==> src/hw/apple1_pkg.sv <==
/*
 * Shared constants and the key word type for the Apple 1 serial terminal path.
 * Modules refer to everything here by scoped name, apple1_pkg::name.
 */
package apple1_pkg;

    // serial timing in clk25 cycles per bit (simulation baud)
    localparam int clks_per_bit = 16;
    localparam int bit_cnt_w = $clog2(clks_per_bit);
    // last cycle of a full bit and of half a bit
    localparam logic [bit_cnt_w-1:0] bit_end = bit_cnt_w'(clks_per_bit - 1);
    localparam logic [bit_cnt_w-1:0] half_bit_end = bit_cnt_w'(clks_per_bit / 2 - 1);

    // key buffer geometry
    localparam int fifo_depth = 16;
    localparam int fifo_aw = 4;
    // cts drops at this fill, 4 slots left for bytes already on the wire
    localparam int cts_threshold = 12;
    localparam logic [fifo_aw:0] fifo_full_cnt = (fifo_aw + 1)'(fifo_depth);
    localparam logic [fifo_aw:0] cts_cnt = (fifo_aw + 1)'(cts_threshold);

    // idle time after each displayed character, mimics the slow Apple 1 screen
    localparam int char_gap_cycles = 400;
    localparam int gap_cnt_w = $clog2(char_gap_cycles);
    localparam logic [gap_cnt_w-1:0] gap_end = gap_cnt_w'(char_gap_cycles - 1);

    localparam logic [7:0] ascii_cr = 8'h0d;

    // receiver states
    localparam logic [1:0] rx_st_idle = 2'd0;
    localparam logic [1:0] rx_st_start = 2'd1;
    localparam logic [1:0] rx_st_data = 2'd2;
    localparam logic [1:0] rx_st_stop = 2'd3;

    // echo states
    localparam logic [1:0] tx_st_idle = 2'd0;
    localparam logic [1:0] tx_st_filter = 2'd1;
    localparam logic [1:0] tx_st_send = 2'd2;
    localparam logic [1:0] tx_st_gap = 2'd3;

    // one byte, seen raw or as keyboard strobe plus 7-bit ascii
    typedef union packed {
        logic [7:0] raw;
        struct packed {
            logic       strobe;
            logic [6:0] ascii;
        } key;
    } key_word_u;

endpackage

==> src/hw/uart_receiver.sv <==
/*
 * 8N1 serial receiver for bytes typed on the host.
 * Each frame with a good stop bit gives a one-cycle rx_valid strobe
 * with the byte on rx_data; broken frames are dropped without notice.
 */
module uart_receiver (
    input  logic       clk25,
    input  logic       arst_n,
    input  logic       uart_rx,
    output logic       rx_valid,
    output logic [7:0] rx_data
);

    // two-flop synchronizer plus one more stage for edge detect
    logic rx_meta;
    logic rx_sync;
    logic rx_prev;

    logic [1:0]                       state;
    logic [apple1_pkg::bit_cnt_w-1:0] bit_cnt;
    logic [2:0]                       bit_idx;
    logic                             bit_done;

    // byte under assembly, lsb arrives first
    apple1_pkg::key_word_u shift_word;

    always_ff @(posedge clk25 or negedge arst_n) begin
        if (!arst_n) begin
            // line idles high
            rx_meta <= 1'b1;
            rx_sync <= 1'b1;
            rx_prev <= 1'b1;
        end else begin
            rx_meta <= uart_rx;
            rx_sync <= rx_meta;
            rx_prev <= rx_sync;
        end
    end

    // last cycle of a full bit period
    assign bit_done = (bit_cnt == apple1_pkg::bit_end);

    always_ff @(posedge clk25 or negedge arst_n) begin
        if (!arst_n) begin
            state    <= apple1_pkg::rx_st_idle;
            bit_cnt  <= '0;
            bit_idx  <= '0;
            rx_valid <= 1'b0;
        end else begin
            // strobe lasts one cycle only
            rx_valid <= 1'b0;
            case (state)
                apple1_pkg::rx_st_idle: begin
                    bit_cnt <= '0;
                    bit_idx <= '0;
                    // falling edge starts a frame
                    if (rx_prev && !rx_sync) begin
                        state <= apple1_pkg::rx_st_start;
                    end
                end
                apple1_pkg::rx_st_start: begin
                    if (bit_cnt == apple1_pkg::half_bit_end) begin
                        bit_cnt <= '0;
                        // glitch, line went back high before mid start bit
                        if (rx_sync) begin
                            state <= apple1_pkg::rx_st_idle;
                        end else begin
                            state <= apple1_pkg::rx_st_data;
                        end
                    end else begin
                        bit_cnt <= bit_cnt + 1'b1;
                    end
                end
                apple1_pkg::rx_st_data: begin
                    if (bit_done) begin
                        bit_cnt <= '0;
                        bit_idx <= bit_idx + 1'b1;
                        if (bit_idx == 3'd7) begin
                            state <= apple1_pkg::rx_st_stop;
                        end
                    end else begin
                        bit_cnt <= bit_cnt + 1'b1;
                    end
                end
                apple1_pkg::rx_st_stop: begin
                    if (bit_done) begin
                        // framing check, low stop bit means no strobe
                        rx_valid <= rx_sync;
                        state    <= apple1_pkg::rx_st_idle;
                    end else begin
                        bit_cnt <= bit_cnt + 1'b1;
                    end
                end
                default: state <= apple1_pkg::rx_st_idle;
            endcase
        end
    end

    // sample mid data bit, shift in from the top
    always_ff @(posedge clk25) begin
        if (state == apple1_pkg::rx_st_data && bit_done) begin
            shift_word.raw <= {rx_sync, shift_word.raw[7:1]};
        end
    end

    // byte holds still from the stop bit until the next frame's first data bit
    assign rx_data = shift_word.raw;

endmodule

==> src/hw/key_fifo.sv <==
/*
 * Key buffer between the serial receiver and the echo block.
 * Writes come as rx_valid strobes and are lost when full; the reader pops
 * the head shown on rd_data. uart_cts tells the host to hold off.
 */
module key_fifo (
    input  logic       clk25,
    input  logic       arst_n,
    input  logic       rx_valid,
    input  logic [7:0] rx_data,
    input  logic       pop,
    output logic [7:0] rd_data,
    output logic       empty,
    output logic       uart_cts
);

    // key storage
    logic [7:0] mem [apple1_pkg::fifo_depth];

    logic [apple1_pkg::fifo_aw-1:0] wr_ptr;
    logic [apple1_pkg::fifo_aw-1:0] rd_ptr;
    // one bit wider than the pointers so full and empty differ
    logic [apple1_pkg::fifo_aw:0]   count;

    logic full;
    logic wr_en;
    logic rd_en;

    assign full  = (count == apple1_pkg::fifo_full_cnt);
    assign empty = (count == '0);

    // writes into a full buffer are dropped
    // the host should have seen cts low by then
    assign wr_en = rx_valid && !full;
    // pop on an empty buffer leaves the pointers alone
    assign rd_en = pop && !empty;

    // head entry always visible
    assign rd_data = mem[rd_ptr];

    always_ff @(posedge clk25) begin
        if (wr_en) begin
            mem[wr_ptr] <= rx_data;
        end
    end

    always_ff @(posedge clk25 or negedge arst_n) begin
        if (!arst_n) begin
            wr_ptr <= '0;
            rd_ptr <= '0;
            count  <= '0;
        end else begin
            // pointers wrap naturally since the depth is a power of two
            if (wr_en) begin
                wr_ptr <= wr_ptr + 1'b1;
            end
            if (rd_en) begin
                rd_ptr <= rd_ptr + 1'b1;
            end
            case ({wr_en, rd_en})
                2'b10:   count <= count + 1'b1;
                2'b01:   count <= count - 1'b1;
                // fill stays put on both or neither
                default: count <= count;
            endcase
        end
    end

    // clear to send is registered from the current fill
    always_ff @(posedge clk25 or negedge arst_n) begin
        if (!arst_n) begin
            uart_cts <= 1'b1;
        end else begin
            uart_cts <= (count < apple1_pkg::cts_cnt);
        end
    end

endmodule

==> src/hw/terminal_echo.sv <==
/*
 * Terminal echo that drains the key buffer and sends what the Apple 1 screen
 * would show back to the host on uart_tx.
 * Bit 7 is ignored and lower case folds to upper case. Control codes other
 * than carriage return are dropped, and so is delete. Output is paced per character.
 */
module terminal_echo (
    input  logic       clk25,
    input  logic       arst_n,
    input  logic       empty,
    input  logic [7:0] rd_data,
    output logic       pop,
    output logic       uart_tx
);

    logic [1:0] state;

    // latched key where only the 7-bit view matters
    apple1_pkg::key_word_u char_word;

    logic [6:0] folded;
    logic       keep;

    // frame shifts out lsb first with the start bit in bit 0
    logic [9:0]                       tx_shift;
    logic [apple1_pkg::bit_cnt_w-1:0] bit_cnt;
    logic [3:0]                       bit_idx;
    logic [apple1_pkg::gap_cnt_w-1:0] gap_cnt;

    // take the head as soon as we are free and something waits
    assign pop = (state == apple1_pkg::tx_st_idle) && !empty;

    always_ff @(posedge clk25) begin
        if (pop) begin
            char_word.raw <= rd_data;
        end
    end

    // display filter ignores the strobe bit
    always_comb begin
        folded = char_word.key.ascii;
        // a..z to A..Z by clearing bit 5
        if (char_word.key.ascii >= 7'h61 && char_word.key.ascii <= 7'h7a) begin
            folded = char_word.key.ascii & 7'h5f;
        end
        // printable range without delete plus carriage return
        keep = (char_word.key.ascii >= 7'h20 && char_word.key.ascii != 7'h7f)
            || ({1'b0, char_word.key.ascii} == apple1_pkg::ascii_cr);
    end

    always_ff @(posedge clk25 or negedge arst_n) begin
        if (!arst_n) begin
            state    <= apple1_pkg::tx_st_idle;
            tx_shift <= '1;
            bit_cnt  <= '0;
            bit_idx  <= '0;
            gap_cnt  <= '0;
        end else begin
            case (state)
                apple1_pkg::tx_st_idle: begin
                    // pop is high in this same cycle
                    if (!empty) begin
                        state <= apple1_pkg::tx_st_filter;
                    end
                end
                apple1_pkg::tx_st_filter: begin
                    if (keep) begin
                        // stop bit on top of data with bit 7 clear and the start bit
                        tx_shift <= {1'b1, 1'b0, folded, 1'b0};
                        bit_cnt  <= '0;
                        bit_idx  <= '0;
                        state    <= apple1_pkg::tx_st_send;
                    end else begin
                        // nothing to show so fetch the next key
                        state <= apple1_pkg::tx_st_idle;
                    end
                end
                apple1_pkg::tx_st_send: begin
                    if (bit_cnt == apple1_pkg::bit_end) begin
                        bit_cnt <= '0;
                        // ones fill in behind so the line idles after the stop bit
                        tx_shift <= {1'b1, tx_shift[9:1]};
                        bit_idx  <= bit_idx + 1'b1;
                        if (bit_idx == 4'd9) begin
                            gap_cnt <= '0;
                            state   <= apple1_pkg::tx_st_gap;
                        end
                    end else begin
                        bit_cnt <= bit_cnt + 1'b1;
                    end
                end
                apple1_pkg::tx_st_gap: begin
                    // display speed hold off
                    if (gap_cnt == apple1_pkg::gap_end) begin
                        state <= apple1_pkg::tx_st_idle;
                    end else begin
                        gap_cnt <= gap_cnt + 1'b1;
                    end
                end
                default: state <= apple1_pkg::tx_st_idle;
            endcase
        end
    end

    // line is high whenever no frame is going out
    assign uart_tx = tx_shift[0];

endmodule

==> src/hw/apple1_serial_top.sv <==
/*
 * Serial terminal path of the Apple 1, clocked by clk25.
 * Host bytes come in on uart_rx, are buffered, and the displayable
 * form is echoed on uart_tx; uart_cts throttles the host.
 */
module apple1_serial_top (
    input  logic clk25,
    input  logic arst_n,
    input  logic uart_rx,
    output logic uart_tx,
    output logic uart_cts
);

    // receiver to buffer
    logic       rx_valid;
    logic [7:0] rx_data;

    // buffer to echo
    logic       pop;
    logic [7:0] rd_data;
    logic       empty;

    uart_receiver u_uart_receiver (
        .clk25    (clk25),
        .arst_n   (arst_n),
        .uart_rx  (uart_rx),
        .rx_valid (rx_valid),
        .rx_data  (rx_data)
    );

    // buffer also owns clear to send
    key_fifo u_key_fifo (
        .clk25    (clk25),
        .arst_n   (arst_n),
        .rx_valid (rx_valid),
        .rx_data  (rx_data),
        .pop      (pop),
        .rd_data  (rd_data),
        .empty    (empty),
        .uart_cts (uart_cts)
    );

    terminal_echo u_terminal_echo (
        .clk25   (clk25),
        .arst_n  (arst_n),
        .empty   (empty),
        .rd_data (rd_data),
        .pop     (pop),
        .uart_tx (uart_tx)
    );

endmodule

==> config.mk <==
export PLATFORM = sky130hd
export DESIGN_NAME = apple1_serial_top
export DESIGN_NICKNAME = d
export VERILOG_FILES = /design/src/hw/apple1_pkg.sv /design/src/hw/uart_receiver.sv /design/src/hw/key_fifo.sv /design/src/hw/terminal_echo.sv /design/src/hw/apple1_serial_top.sv
export SDC_FILE = /design/constraint.sdc
export NUM_CORES = 1
export LEC_CHECK = 0
export BUFFER_PORTS_ARGS = -buffer_cell sky130_fd_sc_hd__buf_2
export CORE_MARGIN = 2
export CORE_UTILIZATION = 50
export DETAILED_ROUTE_END_ITERATION = 16
export PLACE_DENSITY = 0.65
export REMOVE_ABC_BUFFERS = 1
export SKIP_LAST_GASP = 1
export SLEW_MARGIN = 20
export SYNTH_ARGS = -nofsm -noshare
export SYNTH_HDL_FRONTEND = slang
export SYNTH_SLANG_ARGS = --single-unit
==> constraint.sdc <==
create_clock -name clk25 -period 4.4 [get_ports clk25]
set_input_delay 0.22 -clock clk25 [delete_from_list [all_inputs] [get_ports clk25]]
set_output_delay 0.22 -clock clk25 [all_outputs]
set_load 0.02 [all_outputs]
==> flow_metrics.py <==
metrics = {
    "floorplanning": {
        "die_h_um": 128,
        "boundaryPins": 5,
        "die_area_um2": 16400,
        "start_util_pct": 50.8,
        "core_area_um2": 15100,
        "rows": 45,
        "die_w_um": 128,
    },
    "synthesis": {
        "yosysTopAreaCellShare_pct": 49.6,
        "synth.avg_cell_area_um2": 15.9,
        "synth_seq_area_share_pct": 67.7,
        "syn_area_um2": 7690,
        "synth_area_leaders": "edfxtp_1 50%, dfrtp_1 14%, mux4_2 10%, dfstp_2 4.4%, ha_1 2.6%",
        "synth_cell_type_count": 59,
        "synth_edf_count": 127,
        "ys_async_sr_fraction_pct": 30.2,
        "synth_top_flop_cell": "edfxtp_1",
        "synth_cells": 485,
        "ys_ff_latch": 182,
        "ys_warn_count": 0,
        "synth_top_area_cell": "edfxtp_1",
    },
    "final_layout": {
        "final_cell_mix": "127 x edfxtp_1, 41 x dfrtp_1, 35 x mux4_2",
        "final_cells": 688,
        "drive_above_1_share_pct": 22.0,
        "nNetsFinal": 508,
        "syn_to_final_growth_pct": 10.6,
        "final_util_pct": 56.2,
        "final_common_cell": "edfxtp_1",
        "fill_cells": 1142,
        "fin_area_um2": 8510,
        "antenna_cells": 0,
    },
    "timing": {
        "final.setup.worst_slack_ps": 950,
        "fmax_ghz": 0.290,
        "tightest_slew_ps": 1010,
        "rsz0062_at_grt": "no",
        "fin_tns_setup_ps": 0,
        "finClkSkew_ps": 12.0,
        "finalSetupViolCount": 0,
        "period_minus_slack_ps": 3450,
        "finalMaxSlewViolations": 0,
        "finalCritPeriodShare_pct": 78.4,
        "hold_viol_final": 0,
        "hold_ws_ps": 357,
        "relSlewSlack_pct": 32.3,
    },
    "route": {
        "wl_met3_um": 425,
        "drc": 0,
        "wl_met2_um": 7190,
        "vias_per_cell": 5.94,
        "drt_iter0_drc": 367,
        "routed_wl_um": 14200,
        "wl_per_cell_um": 20.6,
        "drt-pass1-iter-count": 4,
        "met1_length_um": 6300,
        "drt.antenna.violating_nets": 0,
        "via_count": 4090,
        "routed.top_layer": "met4",
    },
    "placement": {
        "port_buffers": 4,
        "dp_cells": 656,
        "gp_congestion": 0.810,
        "dp_hpwl_um": 9030,
        "place_area_um2": 7880,
        "dp_slack_ps": 1020,
    },
    "worst_setup_path": {
        "cp_cell_sequence": "nor4_2 > a211oi_2 > ha_1 > xor2_1 > ha_1 > a21boi_0 > o32ai_1 > nor4b_1 > xnor2_1",
        "path_max_fanout": 13,
        "crit_top_cell": "ha_1",
        "arrival_ps": 3790,
        "cp_slowest_cell": "a211oi_2",
        "slowest_delay_ps": 870,
        "rrSetupSlack_ps": 950,
        "critPathCaptureType": "register",
        "path_class": "reg -> reg",
        "worstSetupStartpointType": "register",
        "crit_required_ps": 4740,
    },
    "run_status": {
        "status": "complete, no violations",
    },
    "power": {
        "peakVddDrop_mv": 0.347,
        "powerDensity_nw_per_um2": 631,
        "p_leak_nw": 2.95,
        "p_total_mw": 5.37,
    },
    "global_route": {
        "grt_usage_pct": 18.9,
        "grt_antenna_before_repair": 0,
        "grt_max_degree": 56,
        "first_global_vias": 4195,
        "grt.overflow.total": 0,
        "grt_pass1_wl_um": 23000,
    },
    "clock_network": {
        "numClockSinks": 182,
        "cts_made_buffers": 17,
        "ctsHoldBuffers": 2,
        "cts_resized": 0,
        "cts_root_buf": "clkbuf_16",
        "clkTransAtPathRegs_ps": 60,
        "cts_tree": "yes",
        "clk_latency_ps": 430,
        "post_cts_buffers": 0,
        "htreeDepth": 4,
        "clock_path_buffers": 2,
    },
    "run": {
        "max_cap_viol_count": 0,
    },
    "worst_hold_path": {
        "hold_class": "reg -> reg",
    },
}
-- power breakdown --
part,switching (mW),total [mW],internal [mW]
registers,0.344,2.43,2.09
logic,0.673,1.39,0.717
clock network,0.652,1.55,0.899
-- cell type report --
| type | count | area, um2 | share of cell area [%] |
|---|---|---|---|
| multi-input combinational | 266 | 2360 | 27.7 |
| timing repair buffer | 8 | 55.1 | 0.647 |
| sequential | 182 | 5210 | 61.2 |
| clock inverter | 13 | 173 | 2.03 |
| inverter | 14 | 52.6 | 0.617 |
| clock buffer | 17 | 425 | 5.00 |
| tap | 188 | 235 | 2.76 |
-- cell families after synthesis --
| family | count (synthesis) | synth area share (%) |
|---|---|---|
| simple gates | 114 | 7.46 |
| mux | 41 | 11.1 |
| compound gates | 80 | 7.43 |
| flops | 182 | 67.7 |
| buf+inv | 37 | 2.06 |
| xor+xnor | 15 | 1.71 |
| fa+ha+maj | 16 | 2.60 |
-- routing by layer --
layer / track usage [%] / vias up
met5: 0 / -
met2: 31.4 / 59
met1: 24.5 / 2115
met4: 6.79 / 0
li1: - / 1901
met3: 4.72 / 15
-- cells in the mapped netlist (11+ instances only) --
master and n:
inv_1 14, nand3_1 14, o21ai_0 15, dfrtp_1 42
nor2_1 25, nor3_1 11, clkbuf_1 12, mux4_2 35
edfxtp_1 127, dfstp_2 13, ha_1 16, a21oi_1 14
nand2_1 31
-- worst paths after layout --
path,from,end,depth (start not counted)
max,u_key_fifo.count[2],u_key_fifo.count[4],9
min,u_uart_receiver.rx_meta,u_uart_receiver.rx_sync,0
max reg2reg,u_key_fifo.count[2],u_key_fifo.count[4],9
min reg2reg,u_uart_receiver.rx_meta,u_uart_receiver.rx_sync,0
max in group asynchronous,arst_n,u_key_fifo.rd_ptr[0],3
min in group asynchronous,arst_n,u_terminal_echo.gap_cnt[7],3
-- state kept, by name, indices dropped and copies added (netlist names), 3 cells and up, named ones only --
register / cells
u_key_fifo.rd_ptr: 4
u_uart_receiver.rx_data: 8
u_terminal_echo.bit_idx: 4
u_terminal_echo.char_word: 7
u_uart_receiver.bit_idx: 3
u_key_fifo.count: 5
u_terminal_echo.gap_cnt: 9
u_key_fifo.wr_ptr: 4
u_key_fifo.mem: 112
u_terminal_echo.tx_shift: 9
u_uart_receiver.bit_cnt: 4
u_terminal_echo.bit_cnt: 4
-- worst max-delay path, delay by kind of cell, from the launching register on --
kind | cells | cell delay, ps
DFF | 1 | 520
adders and majority gates | 2 | 790
xor gates and xnor gates | 2 | 360
AOI/OAI and AO/OA | 3 | 1170
and+or+nand+nor | 2 | 530
Power figures use the tool's default switching activity.
